### config.mk
export PLATFORM = sky130hd
export DESIGN_NAME = z80_ctrl_regs
export DESIGN_NICKNAME = d
export VERILOG_FILES = /design/src/common/md_pkg.sv /design/src/source/z80_ctrl_regs.sv
export VERILOG_INCLUDE_DIRS = /design/src /design/src/common
export SDC_FILE = /design/constraint.sdc
export NUM_CORES = 1
export LEC_CHECK = 0
export ABC_AREA = 0
export BUFFER_PORTS_ARGS = -buffer_cell sky130_fd_sc_hd__buf_2
export CORE_AREA = 2 2 39 41
export DETAILED_ROUTE_END_ITERATION = 10
export DIE_AREA = 0 0 41 43
export MAX_ROUTING_LAYER = met4
export PLACE_DENSITY = 0.7
export SETUP_SLACK_MARGIN = 0.05
export SLEW_MARGIN = 20
export SYNTH_ARGS = -nofsm -noshare
export SYNTH_HDL_FRONTEND = slang
export SYNTH_SLANG_ARGS = --single-unit
### constraint.sdc
create_clock -name MCLK -period 1.2 [get_ports MCLK]
set_input_delay 0.3 -clock MCLK [delete_from_list [all_inputs] [get_ports MCLK]]
set_output_delay 0.3 -clock MCLK [all_outputs]
set_load 0.005 [all_outputs]
### src/common/md_defs.svh
`ifndef MD_DEFS_SVH
`define MD_DEFS_SVH

// Work RAM word address width
`define MD_RAM_AW 15

// Cartridge mapper bank registers
`define MD_BANK_COUNT 8
`define MD_BANK_W 5

// Clock enable periods in MCLK cycles
`define MD_ZCEN_PERIOD 15
`define MD_CEN_PERIOD_NORMAL 7
`define MD_CEN_PERIOD_T1 4
`define MD_CEN_PERIOD_T2 2

// Negative phase position inside the 68000 period
`define MD_CEN_MID_NORMAL 3
`define MD_CEN_MID_T1 1
`define MD_CEN_MID_T2 0

// Address windows on the upper address bits
`define MD_ROM_TOP 4'hA
`define MD_CTRL_PAGE 12'hA11
`define MD_CTRL_BUSREQ 4'h1
`define MD_CTRL_RESET 4'h2
`define MD_MAP_PAGE 16'hA130

`endif
### src/common/md_pkg.sv
`include "md_defs.svh"

package md_pkg;

	// 68000 word address, A0 is carried by the strobes
	typedef logic [23:1] m68k_addr_t;

	// Cartridge ROM word address
	typedef logic [24:1] rom_addr_t;

	typedef logic [15:0] word_t;
	typedef logic [7:0] byte_t;
	typedef logic [`MD_BANK_W-1:0] bank_t;

	// 0 normal, 1 fast, 2 fastest
	typedef logic [1:0] turbo_t;

	// --------------------------------------------------
	// Latched bus request
	// --------------------------------------------------
	typedef struct packed {
		m68k_addr_t addr;
		word_t wdata;
		logic rnw;
		logic uds_n;
		logic lds_n;
	} mbus_req_t;

	// Main bus sequencer
	typedef enum logic [2:0] {
		idle,
		select,
		ram_read,
		rom_read,
		finish
	} mbus_state_t;

endpackage

### src/source/z80_ctrl_regs.sv
`include "md_defs.svh"

module z80_ctrl_regs (
	input logic MCLK,
	input logic reset,
	input md_pkg::mbus_req_t mbus_req,
	input logic ctrl_we,
	input logic z80_busak_n,
	output md_pkg::word_t ctrl_q,
	output logic z80_busreq_n,
	output logic z80_reset_n
);

	logic is_busreq;
	logic is_reset;

	// A11100 bus request, A11200 reset
	assign is_busreq = (mbus_req.addr[11:8] == `MD_CTRL_BUSREQ);
	assign is_reset = (mbus_req.addr[11:8] == `MD_CTRL_RESET);

	always_ff @(posedge MCLK) begin
		if (reset) begin
			z80_busreq_n <= 1'b1;
			z80_reset_n <= 1'b0;
		end else if (ctrl_we) begin
			if (is_busreq) begin
				z80_busreq_n <= ~mbus_req.wdata[8];
			end
			if (is_reset) begin
				z80_reset_n <= mbus_req.wdata[8];
			end
		end
	end

	// Status only on D8
	always_comb begin
		ctrl_q = '0;
		if (is_busreq) begin
			ctrl_q[8] = z80_busak_n;
		end else if (is_reset) begin
			ctrl_q[8] = z80_reset_n;
		end
	end

endmodule

==> impl_metrics.ini <==
[outcome]
status = complete, but fails checks
violations = setup timing

[flow_run]
maxCapViolCount = 0

[power]
p_total_mw = 0.277
peakVddDrop_mv = 0.171
p_per_area_nw_per_um2 = 779
leakage_nw = 0.203

[sta]
setup_viol = 1
finalMaxSlewViolations = 0
min_period_ps = 1280
setup_ws_ps = -79.9
rsz0062_at_grt = yes
fin_skew_ps = 0
fmax_mhz = 781
hold_violations = 0
finalCritPeriodShare_pct = 107
tns_ps = -79.9
holdWs_ps = 303

[critical_path]
crit_path_start = mbus_req[26]
crit_path_end = ctrl_q[8]
max_stage_delay_ps = 290
start_kind = primary input
crit_buf_inv = 2
cp_cell_sequence = buf_8 > nor4b_4 > a22o_2 > buf_6
crit_path_end_kind = primary output
cp.required_ps = 900
cp_data_arrival_time_ps = 980
rr_endpoint = z80_reset_n$_SDFFE_PP0P_
reg2reg_from = z80_reset_n$_SDFFE_PP0P_
cp_max_fo = 2
reg2reg_depth = 3
crit_type = in2out
r2r_slack_ps = 470
crit_cells = 4
slowest_stage = nor4b_4
path_delay_family = simple AND/OR/NAND/NOR gates

[place]
hpwl_um = 402
place_inst = 56
port_buffers = 11
gp_congestion = 0.556

[floorplanning]
io_pins = 64
start_util_pct = 18.4
num_rows = 14
core_area_um2 = 1380
die_h_um = 43
die_area_um2 = 1760
die_x_um = 41

[layout]
antennaDiodeCount = 0
drive_gt1_share_pct = 46.7
fin_cells = 61
nNetsFinal = 93
area_delta_synth_final_pct = 39.2
utilization_pct = 25.7

[logic_synthesis]
ys_types = 11
yosysSeqAreaShare_pct = 15.7
syn_avg_cell_area_um2 = 9.12
ys_ff_latch = 2
netlist_area_um2 = 255
synth_cells = 28
ys_warn_count = 0

[grt]
grt_pass1_wl_um = 627
grt_pass1_vias = 176
grt_max_degree = 5
antenna_found_initial = 0
overflow = 0
grt_usage_pct = 6.56

[routing]
drc = 0
dr.pass1.iters = 2
totalWireLength_um = 508
vias = 200
drt.antenna.violating_nets = 0
vias_per_cell = 3.28
drtIter0Drc = 2
avgRoutedWirePerCell_um = 8.33

[hold_path]
min_path_type = in2reg
min_from = reset

[clocking]
clock-sinks = 2
numCtsBuffers = 3
cts_hold_buf = 0
cts_buffer_depth = 2
cts_tree = built
path_clk_slew_ps = 30
insertion_delay_ps = 220
cts-htree-levels = 1
cts_root_buf = clkbuf_4
## metrics by stage
stage,area [um^2],worst slack (ps)
after floorplan,308,130
after global placement,285,-99.9
after detailed placement,285,-131
after CTS,345,-75.4
after global routing,355,-107
final,355,-79.9
## flip-flops by register name, summed over array words and instances, names as in the netlist
register / flops
z80_busreq_n: 1
z80_reset_n: 1
## worst reg2reg max path: stages, from the launching register on
cell,delay [ps]
dfxtp_1,310
nand2b_1,70
a21oi_1,40
a41o_1,200
## cell usage in the layout (no fill, tap or decap)
cell | netlist | routed
buf_2 | 0 | 7
buf_4 | 15 | 4
a41o_1 | 1 | 1
and3_1 | 1 | 1
clkbuf_4 | 0 | 3
a21oi_1 | 2 | 2
dfxtp_1 | 2 | 2
nor4b_4 | 2 | 2
nand2b_1 | 1 | 1
buf_6 | 0 | 2
a22o_2 | 1 | 1
inv_1 | 1 | 1
conb_1 | 1 | 15
buf_8 | 0 | 2
o21ai_0 | 1 | 1
## worst min path at each step
stage,end,cells after the start
2_1_floorplan,z80_busreq_n$_SDFFE_PP1P_,2
3_3_place_gp,z80_busreq_n$_SDFFE_PP1P_,2
3_5_place_dp,z80_busreq_n$_SDFFE_PP1P_,2
4_1_cts,z80_busreq_n$_SDFFE_PP1P_,3
5_1_grt,z80_busreq_n$_SDFFE_PP1P_,3
6_report,z80_busreq_n$_SDFFE_PP1P_,3
## cells in the mapped netlist (all sizes together)
cell type	n	area (um^2)
a21oi	2	10.0
a22o	1	10.0
a41o	1	10.0
and3	1	6.26
buf	15	113
conb	1	3.75
dfxtp	2	40.0
inv	1	3.75
nand2b	1	6.26
nor4b	2	47.6
o21ai	1	5.00
## cell families (layout without fill, tap and decap cells)
| kind of cell | after synthesis | in the layout | share of synthesized area (%) |
|---|---|---|---|
| flops | 2 | 2 | 15.7 |
| simple gates | 4 | 4 | 23.5 |
| buf+inv | 16 | 19 | 45.6 |
| other cells | 1 | 15 | 1.47 |
| compound gates | 5 | 5 | 13.7 |
## timing repair
item | CTS | global route
gates resized for setup | 7 | 2
pin swaps | 3 | 2
endpoints found under the setup margin | 1 | 1
setup buffers | 2 | 0
## final cells by class
cell class / instances / area, um^2
Timing Repair Buffer: 15 / 118
Multi-Input combinational cell: 24 / 151
Fill cell: 158 / 1030
Inverter: 1 / 3.75
Clock buffer: 3 / 22.5
Tap cell: 16 / 20.0
Sequential cell: 2 / 40.0
## power breakdown
part           internal, mW  switching [mW]  leakage, nW  total, mW
logic                0.0313          0.0286        0.173     0.0599
registers            0.0679        0.000452       0.0162     0.0684
clock network         0.110          0.0382       0.0138      0.149
total                 0.210          0.0673        0.203      0.277
## per-layer routing
layer / part of all wire, % / track usage [%]
met5: 0 / -
met4: 0 / 6.00
met3: 17 / 6.28
met2: 56 / 10.6
met1: 27 / 2.86
Power figures use the tool's default switching activity.
