[config.mk]
export PLATFORM = sky130hd
export DESIGN_NAME = clock_enables
export DESIGN_NICKNAME = d
export VERILOG_FILES = /design/src/common/md_pkg.sv /design/src/source/clock_enables.sv
export VERILOG_INCLUDE_DIRS = /design/src /design/src/common
export SDC_FILE = /design/constraint.sdc
export NUM_CORES = 1
export LEC_CHECK = 0
export ABC_AREA = 1
export BUFFER_PORTS_ARGS = -buffer_cell sky130_fd_sc_hd__buf_2
export CAP_MARGIN = 0
export CORE_MARGIN = 1
export CORE_UTILIZATION = 35
export DETAILED_ROUTE_END_ITERATION = 8
export PLACE_DENSITY = 0.54
export SLEW_MARGIN = 20
export SYNTH_ARGS = -nofsm -noshare
export SYNTH_HDL_FRONTEND = slang
export SYNTH_SLANG_ARGS = --single-unit
[constraint.sdc]
create_clock -name MCLK -period 1.98 [get_ports MCLK]
set_clock_uncertainty 0.2 [all_clocks]
set_input_delay 0.099 -clock MCLK [delete_from_list [all_inputs] [get_ports MCLK]]
set_output_delay 0.099 -clock MCLK [all_outputs]
set_load 0.01 [all_outputs]
[src/common/md_defs.svh]
`ifndef MD_DEFS_SVH
`define MD_DEFS_SVH

// Work RAM word address width
`define MD_RAM_AW 15

// Cartridge mapper bank registers
`define MD_BANK_COUNT 8
`define MD_BANK_W 5

// Clock enable periods in MCLK cycles
`define MD_ZCEN_PERIOD 15
`define MD_CEN_PERIOD_NORMAL 7
`define MD_CEN_PERIOD_T1 4
`define MD_CEN_PERIOD_T2 2

// Negative phase position inside the 68000 period
`define MD_CEN_MID_NORMAL 3
`define MD_CEN_MID_T1 1
`define MD_CEN_MID_T2 0

// Address windows on the upper address bits
`define MD_ROM_TOP 4'hA
`define MD_CTRL_PAGE 12'hA11
`define MD_CTRL_BUSREQ 4'h1
`define MD_CTRL_RESET 4'h2
`define MD_MAP_PAGE 16'hA130

`endif
[src/common/md_pkg.sv]
`include "md_defs.svh"

package md_pkg;

	// 68000 word address, A0 is carried by the strobes
	typedef logic [23:1] m68k_addr_t;

	// Cartridge ROM word address
	typedef logic [24:1] rom_addr_t;

	typedef logic [15:0] word_t;
	typedef logic [7:0] byte_t;
	typedef logic [`MD_BANK_W-1:0] bank_t;

	// 0 normal, 1 fast, 2 fastest
	typedef logic [1:0] turbo_t;

	// --------------------------------------------------
	// Latched bus request
	// --------------------------------------------------
	typedef struct packed {
		m68k_addr_t addr;
		word_t wdata;
		logic rnw;
		logic uds_n;
		logic lds_n;
	} mbus_req_t;

	// Main bus sequencer
	typedef enum logic [2:0] {
		idle,
		select,
		ram_read,
		rom_read,
		finish
	} mbus_state_t;

endpackage

[src/source/clock_enables.sv]
`include "md_defs.svh"

module clock_enables (
	input logic MCLK,
	input logic reset,
	input md_pkg::turbo_t turbo,
	output logic m68k_cen_p,
	output logic m68k_cen_n,
	output logic z80_cen
);

	logic [3:0] m68k_cnt;
	logic [3:0] m68k_last;
	logic [3:0] m68k_mid;
	logic [3:0] z80_cnt;

	// Last count of the 68000 period
	function automatic logic [3:0] last_count(input md_pkg::turbo_t t);
		case (t)
			2'd1: last_count = 4'(`MD_CEN_PERIOD_T1 - 1);
			2'd2: last_count = 4'(`MD_CEN_PERIOD_T2 - 1);
			default: last_count = 4'(`MD_CEN_PERIOD_NORMAL - 1);
		endcase
	endfunction

	function automatic logic [3:0] mid_count(input md_pkg::turbo_t t);
		case (t)
			2'd1: mid_count = 4'(`MD_CEN_MID_T1);
			2'd2: mid_count = 4'(`MD_CEN_MID_T2);
			default: mid_count = 4'(`MD_CEN_MID_NORMAL);
		endcase
	endfunction

	always_ff @(posedge MCLK) begin
		if (reset) begin
			m68k_cnt <= '0;
			z80_cnt <= '0;
			m68k_last <= last_count(turbo);
			m68k_mid <= mid_count(turbo);
			m68k_cen_p <= 1'b0;
			m68k_cen_n <= 1'b0;
			z80_cen <= 1'b0;
		end else begin
			// Turbo is only sampled at the wrap so no phase gets cut short
			m68k_cen_p <= 1'b0;
			if (m68k_cnt == m68k_last) begin
				m68k_cnt <= '0;
				m68k_cen_p <= 1'b1;
				m68k_last <= last_count(turbo);
				m68k_mid <= mid_count(turbo);
			end else begin
				m68k_cnt <= m68k_cnt + 4'd1;
			end
			m68k_cen_n <= (m68k_cnt == m68k_mid);

			// Z80 runs from a fixed divider
			z80_cen <= 1'b0;
			if (z80_cnt == 4'(`MD_ZCEN_PERIOD - 1)) begin
				z80_cnt <= '0;
				z80_cen <= 1'b1;
			end else begin
				z80_cnt <= z80_cnt + 4'd1;
			end
		end
	end

endmodule

==> results_dict.tcl <==
set metrics [dict create \
    fmax_mhz 712 \
    slew_violations 0 \
    routed_via_density 4.30 \
    ys_ff_latch 14 \
    syn-cell-area_sq_um 578 \
    layout_setup_ws_ns 0.576 \
    r2r-end "m68k_last[1]" \
    first_iter_violations 3 \
    synth_top_area_cell "dfxtp_1" \
    muxShareOfSynthArea_pct 0 \
    synth-simple-area-share_pct 22.9 \
    critical_path_class "reg2reg" \
    synth_top_area_share_pct 38.1 \
    synthArstFlopShare_pct 0 \
    clk_path_buf_depth 2 \
    tightestPinTransition_ns 0.202 \
    num_vias 413 \
    grt_overflow 0 \
    die_y_microns 42.6 \
    crit_fanout 7 \
    synth_warnings 0 \
    cts.clk_slew.worst_paths_ns 0.08 \
    drive_above_1_share_pct 12.5 \
    synth_ff_type "dfxtp_1" \
    num_rows 14 \
    htree_levels 1 \
    ys_types 12 \
    critPathLaunch "m68k_cnt[0]" \
    worstSetupEndpoint "m68k_last[1]" \
    cap_violations 0 \
    status "finished clean" \
    yosys-top-cells-count "nand2_1, nor2_1, inv_1" \
    initial_core_util_pct 37.9 \
    synth_top_family_by_area "simple AND/OR/NAND/NOR gates" \
    tritoncts "yes" \
    period_share_pct 70.9 \
    synth_xor_area_share_pct 6.06 \
    cts_resized 0 \
    fill_cells 148 \
    total_power_w 0.000576 \
    final_antenna_net_count 0 \
    die-area_sq_um 1820 \
    ios 7 \
    synth.top_cells.by_area "dfxtp_1, edfxtp_1, nand2_1, nor2_1, ha_1" \
    cp-end-kind "register" \
    synth_cells 68 \
    instances_no_fill 96 \
    synth-seq-area-share_pct 53.7 \
    r2r-start "m68k_cnt[0]" \
    clock_latency_ns 0.28 \
    rsz0062_at_grt "false" \
    cts.sinks 14 \
    synth_area_per_cell_sq_um 8.50 \
    final.setup.tns_ns 0 \
    place_congestion 0.717 \
    worstSetupStartpointType "register" \
    drc 0 \
    min_path_cells 3 \
    max_slew_margin_pct 86.5 \
    cts_buffers 3 \
    dr.pass1.iters 3 \
    rr_worst_depth 6 \
    dpl.cell_count 90 \
    hp-class "in2reg" \
    synth_compound_area_share_pct 0.866 \
    grt.total_usage_pct 11.9 \
    vdd_drop_max_mv 0.419 \
    placed_area_sq_um 628 \
    grt_pass1_vias 391 \
    core_sq_um 1520 \
    port_buffers 6 \
    wl_microns 816 \
    dp_hpwl_microns 598 \
    die_x_microns 42.6 \
    post_drt_wl_per_cell_microns 8.50 \
    fin_area_sq_um 674 \
    cp_data_arrival_time_ns 1.19 \
    period_minus_slack_ns 1.40 \
    hold_viol 0 \
    r2r_setup_slack_ns 0.58 \
    power.density_nw_per_um2 854 \
    diodes 0 \
    root_buffer "clkbuf_4" \
    final_nets 89 \
    grt_max_degree 9 \
    antenna_found_initial 0 \
    cellLeakagePower_nw 0.335 \
    yosys.area_share.adder_pct 8.66 \
    synth_nets 76 \
    cp.required_ns 1.77 \
    place_ws_ns 0.575 \
    grt_pass1_wl_mm 1.52 \
    setup_viol 0 \
    synth_edf_count 3 \
    area_delta_synth_final_pct 16.7 \
]
-- cell families after synthesis --
| group | count (synthesis) |
|---|---|
| xor+xnor | 4 |
| flops | 14 |
| compound gates | 1 |
| simple gates | 33 |
| buf+inv | 12 |
| fa+ha+maj | 4 |
-- state kept, by name (all words and copies together), names as in the netlist --
register	count
m68k_cen_n	1
m68k_cnt	4
m68k_cen_p	1
m68k_last	3
z80_cen	1
z80_cnt	4
-- worst max-delay path, stage by stage (launching register included) --
cell and delay (ns):
dfxtp_1 0.43, inv_1 0.09, nand2_1 0.06, nand2_1 0.04, nor2_1 0.08, nand2_1 0.08
nand2_2 0.14
-- power by group --
part	switching, W	total (W)	internal (W)
Clock	0.0000916	0.000165	0.0000731
Combinational	0.0000416	0.0000752	0.0000336
Sequential	0.0000196	0.000336	0.000317
Total	0.000153	0.000576	0.000423
-- what timing repair did --
action / in CTS / in global routing
buffers inserted: 0 / 0
hold buffers: 2 / 0
endpoints found under the hold margin: 4 / 0
-- how the worst min path moves through the flow --
stage | from | end | slack, ns
after global routing | turbo[0] | m68k_last[2] | 0.003
after CTS | turbo[0] | m68k_last[2] | 0.004
final | turbo[0] | m68k_last[2] | 0.009
after global placement | reset | z80_cen | 0.1
after detailed placement | reset | z80_cen | 0.1
after floorplan | reset | m68k_cen_p | -0.03
-- routing by layer --
metal / up-vias / wire, microns / GRT usage, %
met1: 173 / 415 / 13.2
met5: - / 0 / 0
met2: 9 / 336 / 17.6
met3: 2 / 48 / 6.47
li1: 229 / - / -
met4: 0 / 15 / 7.50
-- stage by stage --
stage | util [%] | hold WS [ns]
global placement | 41.2 | 0.0993
floorplan | - | -0.0286
detailed placement | 41.2 | 0.0980
CTS | 44.3 | 0.00448
global route | 44.3 | 0.00271
finish | 44.3 | 0.00926
-- final cells by class --
cell class | instances | area (sq um) | share of cell area (%)
clock buffers | 3 | 22.5 | 3.34
clock inverters | 1 | 3.75 | 0.557
inverters | 12 | 45.0 | 6.68
multi-input cells | 42 | 223 | 33.0
flip-flops and latches | 14 | 310 | 46.0
well taps | 16 | 20.0 | 2.97
repair buffers | 8 | 50.0 | 7.42
-- cells in the final DEF (no fill, tap or decap) --
cell type / n
inv_1: 12
ha_1: 4
xnor2_1: 2
clkbuf_4: 3
a21oi_1: 1
buf_2: 6
nor2_1: 14
nand4_1: 1
clkinv_1: 1
edfxtp_1: 3
nand2_2: 1
dfxtp_1: 11
dlygate4sd3_1: 2
xor2_1: 2
nand2_1: 14
nand3_1: 3
No activity file was read; power rests on OpenSTA's default activity.
