--- config.mk ---
export PLATFORM = sky130hd
export DESIGN_NAME = mbus_ctrl
export DESIGN_NICKNAME = d
export VERILOG_FILES = /design/src/common/md_pkg.sv /design/src/mbus/mbus_ctrl.sv
export VERILOG_INCLUDE_DIRS = /design/src /design/src/common
export SDC_FILE = /design/constraint.sdc
export NUM_CORES = 1
export LEC_CHECK = 0
export ABC_AREA = 1
export BUFFER_PORTS_ARGS = -buffer_cell sky130_fd_sc_hd__buf_2
export CORE_MARGIN = 3
export CORE_UTILIZATION = 34
export CTS_CLUSTER_SIZE = 14
export DETAILED_ROUTE_END_ITERATION = 10
export GPL_TIMING_DRIVEN = 0
export PLACE_DENSITY_LB_ADDON = 0.25
export SLEW_MARGIN = 0
export SYNTH_ARGS = -nofsm -noshare
export SYNTH_HDL_FRONTEND = slang
export SYNTH_SLANG_ARGS = --single-unit
--- constraint.sdc ---
create_clock -name MCLK -period 2.9 [get_ports MCLK]
set_input_delay 0 -clock MCLK [delete_from_list [all_inputs] [get_ports MCLK]]
set_output_delay 0 -clock MCLK [all_outputs]
set_load 0.03 [all_outputs]
--- src/common/md_defs.svh ---
`ifndef MD_DEFS_SVH
`define MD_DEFS_SVH

// Work RAM word address width
`define MD_RAM_AW 15

// Cartridge mapper bank registers
`define MD_BANK_COUNT 8
`define MD_BANK_W 5

// Clock enable periods in MCLK cycles
`define MD_ZCEN_PERIOD 15
`define MD_CEN_PERIOD_NORMAL 7
`define MD_CEN_PERIOD_T1 4
`define MD_CEN_PERIOD_T2 2

// Negative phase position inside the 68000 period
`define MD_CEN_MID_NORMAL 3
`define MD_CEN_MID_T1 1
`define MD_CEN_MID_T2 0

// Address windows on the upper address bits
`define MD_ROM_TOP 4'hA
`define MD_CTRL_PAGE 12'hA11
`define MD_CTRL_BUSREQ 4'h1
`define MD_CTRL_RESET 4'h2
`define MD_MAP_PAGE 16'hA130

`endif
--- src/common/md_pkg.sv ---
`include "md_defs.svh"

package md_pkg;

	// 68000 word address, A0 is carried by the strobes
	typedef logic [23:1] m68k_addr_t;

	// Cartridge ROM word address
	typedef logic [24:1] rom_addr_t;

	typedef logic [15:0] word_t;
	typedef logic [7:0] byte_t;
	typedef logic [`MD_BANK_W-1:0] bank_t;

	// 0 normal, 1 fast, 2 fastest
	typedef logic [1:0] turbo_t;

	// --------------------------------------------------
	// Latched bus request
	// --------------------------------------------------
	typedef struct packed {
		m68k_addr_t addr;
		word_t wdata;
		logic rnw;
		logic uds_n;
		logic lds_n;
	} mbus_req_t;

	// Main bus sequencer
	typedef enum logic [2:0] {
		idle,
		select,
		ram_read,
		rom_read,
		finish
	} mbus_state_t;

endpackage

--- src/mbus/mbus_ctrl.sv ---
`include "md_defs.svh"

module mbus_ctrl (
	input logic MCLK,
	input logic reset,
	input logic as_n,
	input md_pkg::mbus_req_t cpu_req,
	input md_pkg::rom_addr_t rom_size,
	input md_pkg::word_t rom_data,
	input logic rom_ack,
	input md_pkg::word_t ram_q,
	input md_pkg::word_t ctrl_q,
	output md_pkg::mbus_req_t mbus_req,
	output md_pkg::word_t rdata,
	output logic dtack_n,
	output logic rom_req,
	output logic ram_we_u,
	output logic ram_we_l,
	output logic map_we,
	output logic ctrl_we
);

	md_pkg::mbus_state_t state;

	logic accept;
	logic hit_rom;
	logic hit_ctrl;
	logic hit_map;
	logic hit_ram;
	logic wr_cycle;
	logic rom_done;

	// --------------------------------------------------
	// Address decode, in priority order
	// --------------------------------------------------
	assign hit_rom = (mbus_req.addr[23:20] < `MD_ROM_TOP) &&
		({1'b0, mbus_req.addr} < rom_size);
	assign hit_ctrl = !hit_rom && (mbus_req.addr[23:12] == `MD_CTRL_PAGE) &&
		(mbus_req.addr[7:1] == 7'd0);
	assign hit_map = !hit_rom && !hit_ctrl && (mbus_req.addr[23:8] == `MD_MAP_PAGE);
	assign hit_ram = !hit_rom && !hit_ctrl && !hit_map && (&mbus_req.addr[23:21]);

	assign accept = (state == md_pkg::idle) && !as_n && dtack_n;
	assign rom_done = (state == md_pkg::rom_read) && (rom_req == rom_ack);

	// Write strobes last exactly the one select cycle
	assign wr_cycle = (state == md_pkg::select) && !mbus_req.rnw;
	assign ram_we_u = wr_cycle && hit_ram && !mbus_req.uds_n;
	assign ram_we_l = wr_cycle && hit_ram && !mbus_req.lds_n;
	assign map_we = wr_cycle && hit_map;
	assign ctrl_we = wr_cycle && hit_ctrl && !mbus_req.uds_n;

	// --------------------------------------------------
	// Sequencer
	// --------------------------------------------------
	always_ff @(posedge MCLK) begin
		if (reset) begin
			state <= md_pkg::idle;
			dtack_n <= 1'b1;
			rom_req <= rom_ack;
		end else begin
			case (state)
				md_pkg::idle: begin
					dtack_n <= 1'b1;
					if (accept) begin
						state <= md_pkg::select;
					end
				end

				md_pkg::select: begin
					if (hit_rom && mbus_req.rnw) begin
						// Toggle handshake to the cartridge port
						rom_req <= ~rom_ack;
						state <= md_pkg::rom_read;
					end else if (hit_ram) begin
						state <= md_pkg::ram_read;
					end else begin
						// Mapper, control and unmapped skip the wait state
						state <= md_pkg::finish;
					end
				end

				md_pkg::ram_read: begin
					state <= md_pkg::finish;
				end

				md_pkg::rom_read: begin
					if (rom_done) begin
						state <= md_pkg::finish;
					end
				end

				md_pkg::finish: begin
					dtack_n <= 1'b0;
					// Master ends the cycle by raising AS
					if (as_n) begin
						state <= md_pkg::idle;
					end
				end

				default: begin
					state <= md_pkg::idle;
				end
			endcase
		end
	end

	// Request latch and read data
	always_ff @(posedge MCLK) begin
		if (accept) begin
			mbus_req <= cpu_req;
		end

		if (state == md_pkg::select) begin
			rdata <= hit_ctrl ? ctrl_q : '0;
		end else if (state == md_pkg::ram_read) begin
			rdata <= ram_q;
		end else if (rom_done) begin
			rdata <= rom_data;
		end
	end

endmodule

==> impl_metrics.py <==
metrics = {
    "placed_design": {
        "portBuffers": 181,
        "gp_congestion": 0.790,
        "dp_hpwl_mm": 7.13,
        "dpl.cell_count": 630,
    },
    "cts": {
        "clkSinkCount": 63,
        "clock_path_buffers": 2,
        "numCtsBuffers": 9,
        "post-cts-setup-buffers": 0,
        "clk_pin_slew_worst_paths_ns": 0.08,
        "cts_tree": "done",
        "htreeDepth": 3,
        "clock_latency_ns": 0.34,
        "cts_hold_buf": 63,
        "cts_resized": 0,
        "root_buffer": "clkbuf_8",
    },
    "critical_path": {
        "worstPathArrival_ns": 2.63,
        "worstPathRequired_ns": 3.13,
        "critical_path_class": "reg2reg",
        "worst_setup_path_end_kind": "flop",
        "start_kind": "flop",
        "crit_fanout": 5,
    },
    "timing": {
        "finalSetupTns_ns": 0,
        "maxSlewViolCount": 0,
        "tightest_slew_ns": 0.851,
        "hold_viol_final": 0,
        "finalCritPeriodShare_pct": 82.6,
        "max_freq_mhz": 417,
        "fin_crit_ns": 2.40,
        "max_slew_margin_pct": 43.1,
        "worst_clock_skew_ns": 0.00878,
        "rsz0062_at_grt": "false",
        "setup_viol": 0,
    },
    "floorplanning": {
        "core_area_sq_um": 9280,
        "die_area_sq_um": 10800,
        "die_y_microns": 104,
        "die_w_microns": 104,
        "num_io_pins": 182,
        "rows": 35,
        "start_util_pct": 35.3,
    },
    "logic_synthesis": {
        "syn_nets": 457,
        "synthCells": 317,
        "seq_area_frac_synth_pct": 56.6,
        "ys_types": 34,
        "synth_top_cell_by_area": "edfxtp_1",
        "netlist_top_cells_area": "edfxtp_1 (54%), nand2_1 (8.7%), ha_1 (8.4%), inv_1 (6.5%), o211ai_1 (3.9%)",
        "synth_seq_cells": 63,
        "synth_top_area_share_pct": 54.1,
        "synthFlopType": "edfxtp_1",
        "async_flop_share_pct": 0,
        "yosysWarnings": 0,
        "syn-cell-area_sq_um": 3270,
        "synth_area_per_cell_sq_um": 10.3,
        "synth_edf_count": 59,
    },
    "final_layout": {
        "final_common_cell": "buf_2",
        "stdcell_count": 709,
        "fin_util_pct": 56.9,
        "nets": 715,
        "nFillCells": 822,
        "antenna_cells": 0,
        "drive_gt1_share_pct": 39.7,
        "synthToLayoutAreaGrowth_pct": 61.5,
        "final_cell_mix": "buf_2 (186), nand2_1 (76), dlygate4sd3_1 (63)",
    },
    "grt": {
        "busiest_layer": "met2",
        "grt_usage_pct": 18.5,
        "grt_pass1_vias": 3335,
        "grt_max_degree": 23,
        "grt_first_pass_wirelength_mm": 16.0,
        "use_met1_pct": 20.6,
        "grt.overflow.total": 0,
        "met2_usage_pct": 31.8,
        "grt_use_met3_pct": 6.46,
        "antenna_found_initial": 0,
    },
    "drt": {
        "wire_per_inst_microns": 13.7,
        "first_pass_iters": 4,
        "viasPerCell": 4.47,
        "drc_errors": 0,
        "num_vias": 3168,
        "wl_mm": 9.70,
        "drt_iter0_drc": 79,
        "detail-route-antenna-nets": 0,
    },
    "power_and_ir_drop": {
        "p_leak_nw": 2.57,
        "vdd_drop_max_v": 0.000414,
        "power.density_nw_per_um2": 829,
    },
    "job": {
        "maxCapViolations": 0,
    },
    "hold_path": {
        "min_path_type": "in2reg",
    },
    "outcome": {
        "outcome": "completed",
    },
}
metal layers:
| metal | part of all wire [%] | vias to the layer above |
|---|---|---|
| met5 | 0 | - |
| met4 | 2.5 | 0 |
| met3 | 8.9 | 20 |
| met1 | 39 | 1420 |
| li1 | - | 1590 |
| met2 | 49 | 138 |
logic make-up after synthesis:
family / after synthesis / synth area share, %
simple gates: 115 / 16.2
xor+xnor: 2 / 0.535
flops: 63 / 56.6
buf+inv: 66 / 8.10
fa+ha+maj: 22 / 8.41
compound gates: 49 / 10.2
final timing paths:
check,from,to,slack (ns),cells after the start
setup / recovery,mbus_req[40],state[2],0.50,12
hold / removal,ctrl_q[6],rdata[6],0.01,3
setup reg to reg,mbus_req[40],state[2],0.50,12
hold reg to reg,dtack_n,dtack_n,0.58,2
registers in the layout, summed over array words and instances (netlist names):
name      cells
state         3
dtack_n       1
rdata        16
rom_req       1
mbus_req     42
report_power, final:
group | leakage [nW] | internal, mW | total, mW | switching, mW
sequential | 0.595 | 1.41 | 1.57 | 0.157
clock | 0.118 | 0.570 | 0.930 | 0.360
combinational | 1.86 | 0.639 | 1.89 | 1.25
total | 2.57 | 2.62 | 4.38 | 1.77
worst max-delay path: stages (launching register included):
cell	delay [ns]
edfxtp_1	0.50
ha_1	0.33
a21oi_1	0.14
nor2_1	0.05
nor2_1	0.14
nand2_1	0.09
nor2_2	0.12
nand3_2	0.13
nand3_2	0.08
nand2_1	0.06
nand2_1	0.07
a21oi_2	0.05
dlygate4sd3_1	0.54
synthesized netlist by cell type (all sizes together) (2+ instances only):
| cell type | number |
|---|---|
| nor3 | 8 |
| nand4 | 2 |
| inv | 58 |
| nor4 | 3 |
| edfxtp | 59 |
| o21ai | 19 |
| nor2 | 14 |
| o211ai | 17 |
| nand3 | 9 |
| ha | 22 |
| nand2 | 78 |
| dfxtp | 4 |
| buf | 7 |
| a21oi | 10 |
through the flow:
step,setup WS (ns),power (mW),hold slack (ns),cell area [sq um]
6_report,0.503,4.38,0.0148,5290
5_1_grt,0.303,4.65,0.0175,5290
4_1_cts,0.511,4.42,0.00262,5290
3_5_place_dp,0.939,3.39,0.178,4420
3_3_place_gp,0.0402,3.27,0.176,4350
2_1_floorplan,0.416,2.75,0.0624,3280
cell type report:
class / count / area, sq um / area share [%]
multi-input cells: 188 / 1170 / 22.1
plain buffers: 7 / 43.8 / 0.828
flip-flops and latches: 63 / 1850 / 35.0
inverters: 59 / 221 / 4.19
well taps: 129 / 161 / 3.05
clock buffers: 10 / 128 / 2.41
repair buffers: 247 / 1600 / 30.3
clock inverters: 6 / 108 / 2.04
Power figures use the tool's default switching activity.
