===== src/common/md_defs.svh =====
`ifndef MD_DEFS_SVH
`define MD_DEFS_SVH

// Work RAM word address width
`define MD_RAM_AW 15

// Cartridge mapper bank registers
`define MD_BANK_COUNT 8
`define MD_BANK_W 5

// Clock enable periods in MCLK cycles
`define MD_ZCEN_PERIOD 15
`define MD_CEN_PERIOD_NORMAL 7
`define MD_CEN_PERIOD_T1 4
`define MD_CEN_PERIOD_T2 2

// Negative phase position inside the 68000 period
`define MD_CEN_MID_NORMAL 3
`define MD_CEN_MID_T1 1
`define MD_CEN_MID_T2 0

// Address windows on the upper address bits
`define MD_ROM_TOP 4'hA
`define MD_CTRL_PAGE 12'hA11
`define MD_CTRL_BUSREQ 4'h1
`define MD_CTRL_RESET 4'h2
`define MD_MAP_PAGE 16'hA130

`endif

===== src/common/md_pkg.sv =====
`include "md_defs.svh"

package md_pkg;

	// 68000 word address, A0 is carried by the strobes
	typedef logic [23:1] m68k_addr_t;

	// Cartridge ROM word address
	typedef logic [24:1] rom_addr_t;

	typedef logic [15:0] word_t;
	typedef logic [7:0] byte_t;
	typedef logic [`MD_BANK_W-1:0] bank_t;

	// 0 normal, 1 fast, 2 fastest
	typedef logic [1:0] turbo_t;

	// --------------------------------------------------
	// Latched bus request
	// --------------------------------------------------
	typedef struct packed {
		m68k_addr_t addr;
		word_t wdata;
		logic rnw;
		logic uds_n;
		logic lds_n;
	} mbus_req_t;

	// Main bus sequencer
	typedef enum logic [2:0] {
		idle,
		select,
		ram_read,
		rom_read,
		finish
	} mbus_state_t;

endpackage


===== src/mbus/cart_mapper.sv =====
`include "md_defs.svh"

module cart_mapper (
	input logic MCLK,
	input logic reset,
	input md_pkg::mbus_req_t mbus_req,
	input logic map_we,
	output md_pkg::rom_addr_t rom_addr
);

	md_pkg::bank_t bank_regs [`MD_BANK_COUNT];
	logic banking;
	logic [2:0] reg_idx;

	// Register index from A3..A1
	assign reg_idx = mbus_req.addr[3:1];

	always_ff @(posedge MCLK) begin
		if (reset) begin
			banking <= 1'b0;
			// Identity mapping of the first 4 MB
			for (int i = 0; i < `MD_BANK_COUNT; i++) begin
				bank_regs[i] <= md_pkg::bank_t'(i);
			end
		end else if (map_we) begin
			if (reg_idx != 3'd0) begin
				bank_regs[reg_idx] <= mbus_req.wdata[`MD_BANK_W-1:0];
				banking <= 1'b1;
			end else if (!mbus_req.wdata[0]) begin
				banking <= 1'b0;
			end
		end
	end

	// --------------------------------------------------
	// ROM address translation
	// --------------------------------------------------
	// Each bank covers a 512 KB window selected by A21..A19
	always_comb begin
		if (banking) begin
			rom_addr = {1'b0, bank_regs[mbus_req.addr[21:19]], mbus_req.addr[18:1]};
		end else begin
			rom_addr = {1'b0, mbus_req.addr};
		end
	end

endmodule


===== config.mk =====
export PLATFORM = sky130hd
export DESIGN_NAME = cart_mapper
export DESIGN_NICKNAME = d
export VERILOG_FILES = /design/src/common/md_pkg.sv /design/src/mbus/cart_mapper.sv
export VERILOG_INCLUDE_DIRS = /design/src /design/src/common
export SDC_FILE = /design/constraint.sdc
export NUM_CORES = 1
export LEC_CHECK = 0
export ABC_CLOCK_PERIOD_IN_PS = 1750
export BUFFER_PORTS_ARGS = -buffer_cell sky130_fd_sc_hd__clkbuf_2
export CORE_MARGIN = 2
export CORE_UTILIZATION = 50
export CTS_BUF_LIST = sky130_fd_sc_hd__clkbuf_8 sky130_fd_sc_hd__clkbuf_16
export CTS_CLUSTER_DIAMETER = 100
export DETAILED_ROUTE_END_ITERATION = 10
export PLACE_DENSITY = 0.86
export SLEW_MARGIN = 5
export SYNTH_ARGS = -nofsm -noshare
export SYNTH_HDL_FRONTEND = slang
export SYNTH_SLANG_ARGS = --single-unit

===== constraint.sdc =====
create_clock -name MCLK -period 1.75 [get_ports MCLK]
set_clock_uncertainty 0.1 [all_clocks]
set_input_delay 0.0875 -clock MCLK [delete_from_list [all_inputs] [get_ports MCLK]]
set_output_delay 0.0875 -clock MCLK [all_outputs]
set_load 0.03 [all_outputs]

==> impl_metrics.ini, run 1 <==
[place]
gp_congestion = 0.773
portBuffers = 23
place_hpwl_mm = 2.82

[grt]
overflow = 0
grt_first_pass_wirelength_mm = 6.15
grt.total_usage = 0.171
grt_pass1_vias = 1258
antenna_found_initial = 0
grt_max_degree = 15

[floorplan]
design.die.area_um2 = 4780
io_pins = 69
rows = 23
floorplan.core_area_um2 = 4030
start_util = 0.526
die_h_um = 69.1
die_w_um = 69.1

[drt]
firstDrtPassIters = 4
initialDrtViolationCount = 69
wirelength_mm = 3.79
vias_per_cell = 5.51
vias = 1212
avgRoutedWirePerCell_um = 17.2
final_antenna_net_count = 0
drcViolationCount = 0

[critical_path]
timing.rr.start = banking
start_kind = flop
crit_fanout = 1
crit_type = reg2out
startpoint = bank_regs[1][1]
required_ns = 1.56
critical_path_arrival_ns = 1.56
worstSetupEndpointType = primary output

[sta]
hold_viol = 0
setup_viol = 0
final_max_slew_viol_count = 0
period_share = 1.00
period_minus_slack_ns = 1.75
timing.hold.ws_ns = 0.0433
max_freq_mhz = 572
rsz0062_at_grt = yes

[power_and_ir_drop]
internal_power_mw = 1.81
clkPwrFrac = 0.384
p_sw_frac = 0.208
p_per_area_nw_per_um2 = 985
combPwrFrac = 0.107
p_seq_frac = 0.510
p_switching_mw = 0.475
ir_drop_mv = 0.573
p_leak_nw = 0.891

[clock_network]
post_cts_buffers = 0
cts_tree = yes
htree_levels = 2
clock_path_buffers = 2
clock_latency_ns = 0.29
clkTransAtPathRegs_ns = 0.07
cts_made_buffers = 5
cts_root_buffer = clkbuf_8
cts.sinks = 41

[final_layout]
drive_above_1_share = 0.306
nNetsFinal = 214
finalCoreUtilization = 0.576
area_growth_pct = 9.50
antenna_cells = 0
fill_cells = 331

[synthesis]
ys_dominant_reg_cell = edfxtp_1
synth_enable_flop_cells = 40
synth_most_common_cell = edfxtp_1
yosys-top-cells-area = edfxtp_1 (57%), and2_1 (6.8%), buf_4 (6.7%)
synth_area_per_cell_um2 = 13.5
syn_area_um2 = 2120
syn_inst = 157
yosys_warnings = 0
synthTopCellsByCount = edfxtp_1 (40), and2_1 (23), buf_4 (19)
synthDistinctLibCells = 25
yosysSeqAreaShare = 0.576
synthArstFlopShare = 0
synth.largest_area_cell = edfxtp_1
synth_top_area_share = 0.567
ys_ff_latch = 41

[job]
cap_violations = 0

[hold_path]
hp-start = mbus_req[19]
min_path_type = in2reg

[run_status]
status = finished, final reports clean
path summary, 6_finish.rpt:
| path | endpoint | slack, ns | cells past startpoint |
|---|---|---|---|
| setup / recovery | rom_addr[19] | 0.0005 | 4 |
| hold / removal | banking | 0.04 | 3 |
| setup reg to reg | banking | 0.65 | 2 |
| hold reg to reg | banking | 0.61 | 2 |
power by group through the flow:
stage / registers (mW) / logic [mW] / clock network, mW
after floorplan: 1.17 / 0.236 / 0
after global placement: 1.18 / 0.219 / 0
after detailed placement: 1.19 / 0.227 / 0
after CTS: 1.16 / 0.238 / 0.899
after global routing: 1.17 / 0.264 / 0.942
final: 1.17 / 0.244 / 0.877
worst max-delay path, stage by stage (launching register included):
cell	delay [ns]
edfxtp_1	0.41
mux4_2	0.48
a21oi_2	0.13
a31oi_1	0.05
buf_4	0.20
layout make-up:
class	instances	area (um^2)	share of cell area
timing repair buffer	28	171	0.0739
clock inverter	3	65.1	0.0280
multi-input combinational	87	709	0.306
clock buffer	5	68.8	0.0296
tap	50	62.6	0.0270
inverter	6	22.5	0.00970
sequential	41	1220	0.526
per-layer routing:
layer	track usage	share of wire	up-vias
met4	0.105	0.032	0
li1	-	-	562
met3	0.0512	0.091	18
met2	0.272	0.49	69
met5	0	0	-
met1	0.203	0.39	563
sequential cells by signal, indices dropped and copies added (netlist names):
signal	cells
banking	1
bank_regs	40
what timing repair did:
| action | in CTS | in global routing |
|---|---|---|
| resized for setup | 9 | 8 |
| hold buffers | 1 | 0 |
| hold endpoints to repair | 1 | 0 |
| endpoints found under the setup margin | 5 | 5 |
| pin swaps | 3 | 0 |
cell usage in the layout (no fill, tap or decap), drive strengths merged:
| cell | synthesis | routed |
|---|---|---|
| edfxtp | 40 | 40 |
| and2 | 23 | 23 |
| clkbuf | 5 | 23 |
| or3 | 11 | 11 |
| mux2i | 10 | 10 |
| buf | 23 | 9 |
| mux4 | 8 | 8 |
| or2 | 7 | 7 |
| inv | 6 | 6 |
| nor2 | 6 | 6 |
| conb | 1 | 6 |
| a21oi | 4 | 4 |
| nand2b | 3 | 3 |
| a31oi | 3 | 3 |
| bufinv | 0 | 2 |
| nand3b | 1 | 1 |
| or3b | 1 | 1 |
| nand2 | 1 | 1 |
| nor3 | 1 | 1 |
| o31ai | 1 | 1 |
| o21ai | 1 | 1 |
| dfxtp | 1 | 1 |
| clkinv | 0 | 1 |
| dlygate4sd3 | 0 | 1 |
through the flow:
stage | cells | setup WS, ns | setup TNS [ns] | area (um^2) | power [mW]
floorplan | 162 | 0.140 | 0 | 2140 | 1.41
global placement | 211 | 0.108 | 0 | 2140 | 1.40
detailed placement | 211 | 0.0631 | 0 | 2140 | 1.41
CTS | 220 | -0.0382 | -0.115 | 2310 | 2.30
global route | 220 | -0.0654 | -0.288 | 2320 | 2.38
finish | 220 | 0.000504 | 0 | 2320 | 2.29
kinds of logic (layout without fill, tap and decap cells):
kind of cell	after synthesis	after routing	share of synthesized area
buffers and inverters	34	42	0.106
other	1	6	0.00177
AOI/OAI and AO/OA	9	9	0.0242
muxes	18	18	0.139
and+or+nand+nor	54	54	0.152
DFF	41	41	0.576
Note: power is estimated with default switching activity, not from simulation.
==> run 2, diff against run 1 <==
--- a/config.mk
+++ b/config.mk
@@ -6,12 +6,14 @@
 export SDC_FILE = /design/constraint.sdc
 export NUM_CORES = 1
 export LEC_CHECK = 0
+export ABC_AREA = 1
 export ABC_CLOCK_PERIOD_IN_PS = 1750
 export BUFFER_PORTS_ARGS = -buffer_cell sky130_fd_sc_hd__clkbuf_2
 export CORE_MARGIN = 2
 export CORE_UTILIZATION = 50
 export CTS_BUF_LIST = sky130_fd_sc_hd__clkbuf_8 sky130_fd_sc_hd__clkbuf_16
 export CTS_CLUSTER_DIAMETER = 100
+export CTS_CLUSTER_SIZE = 24
 export DETAILED_ROUTE_END_ITERATION = 10
 export PLACE_DENSITY = 0.86
 export SLEW_MARGIN = 5
==> run 2 against run 1 <==
Die area up 0.77%. Highest routed layer unchanged. Maximum frequency is 10% higher. Setup slack better by 0.16 ns. Worst hold slack got worse by 0.043 ns. Sequential power about the same. Synthesized area grew 0.83%. Critical endpoint unchanged. Power is 6.0% lower. Sequential share of layout area increased by 0.43 points. Critical path type unchanged. Non-clock buffer count fell by 1. Wire length grew 9.6%. Via count grew 28%.
==> impl_metrics.ini, run 2 <==
[run_status]
status = finished, final reports clean

[critical_path]
worstSetupEndpointType = primary output
crit_chain = buf_4, nand2_1, inv_1, nand3_1, nand3_1, nand2_1, clkbuf_2
cp_slowest_cell = dfxtp_1
crit_type = reg2out
critical_path_arrival_ns = 1.40
max_stage_delay_ns = 0.38
required_ns = 1.56
r2r_setup_slack_ns = 0.85
crit_fanout = 5
start_kind = flop
path_delay_family = buffers and inverters
critical_path_buf_inv_count = 3

[clock_network]
cts_made_buffers = 5
clock_latency_ns = 0.29
htree_levels = 2
clock_path_buffers = 2
cts_tree = yes
post_cts_buffers = 0
clkTransAtPathRegs_ns = 0.07
cts_root_buffer = clkbuf_8
cts.sinks = 41

[final_layout]
largest_reg_flops = 40
area_growth_pct = 7.73
fill_cells = 377
largest_register = bank_regs
drive_above_1_share = 0.166
reg_top3 = bank_regs (40), banking (1)
multi_input_area_um2 = 651
antenna_cells = 0
finalCoreUtilization = 0.567
regArea_um2 = 1220
nNetsFinal = 297
final_common_cell = nand2_1
mostFrequentLayoutCells = nand2_1 (71), edfxtp_1 (40), inv_1 (29), nand3_1 (26), nor2_1 (25)

[power_and_ir_drop]
p_leak_nw = 1.04
ir_drop_mv = 0.640
p_per_area_nw_per_um2 = 934

[floorplan]
design.die.area_um2 = 4810
die_w_um = 69.4
start_util = 0.527
die_h_um = 69.4
io_pins = 69
rows = 23
floorplan.core_area_um2 = 4060

[synthesis]
synth.largest_area_cell = edfxtp_1
synth_enable_flop_cells = 40
yosysSeqAreaShare = 0.571
synthDistinctLibCells = 21
synth_most_common_cell = nand2_1
syn_inst = 238
ys_dominant_reg_cell = edfxtp_1
ys_ff_latch = 41
syn_area_um2 = 2140
synth_top_area_share = 0.562
synthArstFlopShare = 0
synth_area_per_cell_um2 = 8.98
yosys-top-cells-area = edfxtp_1 (56%), nand2_1 (12%), buf_4 (7.0%)
yosys_warnings = 0
synthTopCellsByCount = nand2_1 (71), edfxtp_1 (40), inv_1 (28)

[sta]
final_max_slew_viol_count = 0
rsz0062_at_grt = no
setup_viol = 0
setup_tns_ns = 0
period_minus_slack_ns = 1.59
max_freq_mhz = 631
period_share = 0.906
hold_viol = 0

[drt]
drcViolationCount = 0
vias = 1554
firstDrtPassIters = 4
wirelength_mm = 4.15
initialDrtViolationCount = 100
avgRoutedWirePerCell_um = 13.7
final_antenna_net_count = 0
vias_per_cell = 5.13

[grt]
grt_max_degree = 18
grt_first_pass_wirelength_mm = 7.04
antenna_found_initial = 0
grt.total_usage = 0.191
grt_pass1_vias = 1498
overflow = 0

[place]
gp_congestion = 0.805
portBuffers = 23
place_hpwl_mm = 3.17

[hold_path]
min_path_type = in2reg

[job]
cap_violations = 0
==> run 2: changes by cell type after synthesis, moves of 6 or more <==
cell     delta
or2_2       -7
mux2i_1    -10
nand3_1    +26
inv_1      +22
and2_1     -23
or3_1      -11
nor2_1     +20
nand4_1     +6
nand2_1    +70
==> run 2: per-layer routing <==
layer  track usage  up-vias  share of wire
li1              -      769              -
met4        0.0871        0          0.026
met5             0        -              0
met2         0.304       85           0.48
met1         0.254      688           0.39
met3        0.0378       12           0.10
==> run 2: worst reg2reg max path: stages (launching register included) <==
cell and delay, ns:
dfxtp_1 0.38, buf_4 0.16, o21ai_0 0.07, o21ai_0 0.12
==> run 2: cells by family after synthesis <==
family                 Yosys count  share of synthesized area
AND/OR/NAND/NOR                137                      0.283
buffers and inverters           55                      0.134
flip-flops                      41                      0.571
AO/OA/AOI/OAI                    4                    0.00937
other                            1                    0.00175
==> run 2: path summary, 6_finish.rpt <==
| check | depth (start not counted) | startpoint | to |
|---|---|---|---|
| setup / recovery | 7 | banking | rom_addr[19] |
| hold reg to reg | 3 | banking | banking |
| setup reg to reg | 3 | banking | banking |
| hold / removal | 3 | mbus_req[3] | banking |
==> run 2: power by group <==
group / switching [mW] / internal [mW]
combinational: 0.183 / 0.0732
clock: 0.316 / 0.417
sequential: 0.0196 / 1.14
==> run 2: stage by stage <==
stage	power (mW)	setup slack (ns)	hold WS, ns	instances	cell area (um^2)
2_1_floorplan	1.42	0.556	0.0987	243	2160
3_3_place_gp	1.43	0.273	0.0752	294	2180
3_5_place_dp	1.44	0.223	0.0752	294	2180
4_1_cts	2.15	0.123	0.000224	303	2300
5_1_grt	2.24	0.0447	0.0218	303	2300
6_report	2.15	0.164	0.000606	303	2300
==> run 2: repair_timing <==
item | in CTS | in global routing
endpoints found under the setup margin | 0 | 1
gates resized for setup | 0 | 1
endpoints found under the hold margin | 1 | 0
hold buffers | 1 | 0
==> run 2: area by class of cell <==
type                            instances  area share
Sequential cell                        41       0.530
Multi-Input combinational cell        147       0.283
Timing Repair Buffer                   27      0.0641
Inverter                               30      0.0489
Clock buffer                            5      0.0299
Tap cell                               50      0.0272
Clock inverter                          3      0.0168
==> run 3, diff against run 2 <==
--- a/config.mk
+++ b/config.mk
@@ -8,14 +8,14 @@
 export LEC_CHECK = 0
 export ABC_AREA = 1
 export ABC_CLOCK_PERIOD_IN_PS = 1750
-export BUFFER_PORTS_ARGS = -buffer_cell sky130_fd_sc_hd__clkbuf_2
 export CORE_MARGIN = 2
-export CORE_UTILIZATION = 50
+export CORE_UTILIZATION = 62
 export CTS_BUF_LIST = sky130_fd_sc_hd__clkbuf_8 sky130_fd_sc_hd__clkbuf_16
 export CTS_CLUSTER_DIAMETER = 100
 export CTS_CLUSTER_SIZE = 24
 export DETAILED_ROUTE_END_ITERATION = 10
-export PLACE_DENSITY = 0.86
+export DONT_BUFFER_PORTS = 1
+export PLACE_DENSITY = 0.85
 export SLEW_MARGIN = 5
 export SYNTH_ARGS = -nofsm -noshare
 export SYNTH_HDL_FRONTEND = slang
==> run 3 against run 2 <==
Via count down 3.4%. Wire length down 4.6%. Non-clock buffer count down 19. Sequential share of layout area up 2.1 points. Sequential power about the same. Largest cell class unchanged.
==> impl_metrics.ini, run 3 (synthesis results as in run 2) <==
[final_layout]
antenna_cells = 0
fill_cells = 273
fin_cells = 281
final_common_cell = nand2_1
drive_above_1_share = 0.0809
nNetsFinal = 279
mostFrequentLayoutCells = nand2_1 (71), edfxtp_1 (40), inv_1 (28), nand3_1 (26), nor2_1 (25)
largest_reg_flops = 40
largest_register = bank_regs
finish.instance_area_um2 = 2210
finalCoreUtilization = 0.669
multi_input_area_um2 = 657
regArea_um2 = 1220
area_growth_pct = 3.63
reg_top3 = bank_regs (40), banking (1)

[floorplan]
die_w_um = 62.7
start_util = 0.646
design.die.area_um2 = 3930
floorplan.core_area_um2 = 3310
rows = 21
die_h_um = 62.7
io_pins = 69

[drt]
vias = 1501
vias_per_cell = 5.34
wl_met1_mm = 1.53
avgRoutedWirePerCell_um = 14.1
initialDrtViolationCount = 139
routed.top_layer = met4
firstDrtPassIters = 4
drcViolationCount = 0
wirelength_mm = 3.96
final_antenna_net_count = 0
dr_wl_met2_mm = 1.85
wl_met3_um = 505

[critical_path]
required_ns = 1.83
crit_type = in2reg
critical_path_arrival_ns = 1.70
crit_chain = dlygate4sd3_1, nor2_2, nand2_1, nand2_1, o21ai_0, dlygate4sd3_1
start_kind = primary input
crit_fanout = 5
cp_slowest_cell = dlygate4sd3_1
max_stage_delay_ns = 0.63
worstSetupEndpointType = flop

[clock_network]
clock_path_buffers = 2
cts.sinks = 41
clock_latency_ns = 0.29
htree_levels = 2
post_cts_buffers = 0
cts_tree = yes
cts_made_buffers = 5
clkTransAtPathRegs_ns = 0.08
cts_root_buffer = clkbuf_8

[hold_path]
min_path_type = in2reg

[place]
placed_area_um2 = 2050
place_hpwl_mm = 2.80
placedCellCount = 265
portBuffers = 0
pre_cts_ws_ns = 0.420
gp_congestion = 0.854

[sta]
max_freq_mhz = 619
setup_tns_ns = 0
period_minus_slack_ns = 1.61
timing.hold.ws_ns = 0.0305
final_max_slew_viol_count = 0
period_share = 0.923
fin_ws_ns = 0.135
rsz0062_at_grt = no
hold_viol = 0
setup_viol = 0

[grt]
grt_max_degree = 19
overflow = 0
grt.total_usage = 0.215
grt_first_pass_wirelength_mm = 6.21
grt_pass1_vias = 1411
antenna_found_initial = 0

[power_and_ir_drop]
p_sw_frac = 0.250
ir_drop_mv = 0.689
combPwrFrac = 0.109
p_seq_frac = 0.590
clkPwrFrac = 0.301
p_switching_mw = 0.492
p_total_mw = 1.97
internal_power_mw = 1.48
p_leak_nw = 0.957
p_per_area_nw_per_um2 = 888

[run_status]
status = finished, final reports clean

[job]
cap_violations = 0
==> run 3: cell types whose count changed in the layout (fill, tap and decap cells not counted), sizes merged <==
cell          change
dlymetal6s4s      +1
clkbuf           -23
clkinv            +1
bufinv            -1
inv               -1
buf               -2
nor2              +1
clkinvlp          +1
dlygate4sd3       +5
==> run 3: routing by layer <==
| layer | GRT usage | vias to the layer above |
|---|---|---|
| li1 | - | 739 |
| met1 | 0.268 | 676 |
| met2 | 0.341 | 77 |
| met3 | 0.0559 | 9 |
| met4 | 0.122 | 0 |
| met5 | 0 | - |
==> run 3: path summary, 6_finish.rpt <==
kind / cells past startpoint / end / startpoint / slack (ns)
max: 6 / banking / mbus_req[20] / 0.14
min: 2 / bank_regs[6][2] / mbus_req[5] / 0.03
min reg2reg: 4 / banking / banking / 1.14
max reg2reg: 4 / banking / banking / 0.29
==> run 3: worst max-delay path: cells and delay by family <==
| kind | cells | cell delay (ns) |
|---|---|---|
| compound gates | 1 | 0.07 |
| buf+inv | 2 | 1.20 |
| simple gates | 3 | 0.35 |
==> run 3: timing repair <==
action / in CTS / in global routing
hold buffers: 7 / 0
hold endpoints to repair: 20 / 0
gates resized for setup: 0 / 2
endpoints found under the setup margin: 0 / 21
==> run 3: power by group through the flow <==
| stage | clock [mW] | sequential (mW) | combinational (mW) |
|---|---|---|---|
| after global routing | 0.630 | 1.17 | 0.236 |
| after floorplan | 0 | 1.18 | 0.241 |
| after global placement | 0 | 1.18 | 0.186 |
| after CTS | 0.594 | 1.16 | 0.210 |
| final | 0.592 | 1.16 | 0.214 |
| after detailed placement | 0 | 1.18 | 0.189 |
==> run 3: layout make-up <==
cell class / count / share of cell area
flip-flops and latches: 41 / 0.551
multi-input cells: 148 / 0.297
inverters: 30 / 0.0508
repair buffers: 8 / 0.0362
clock buffers: 5 / 0.0311
well taps: 46 / 0.0260
clock inverters: 3 / 0.00791
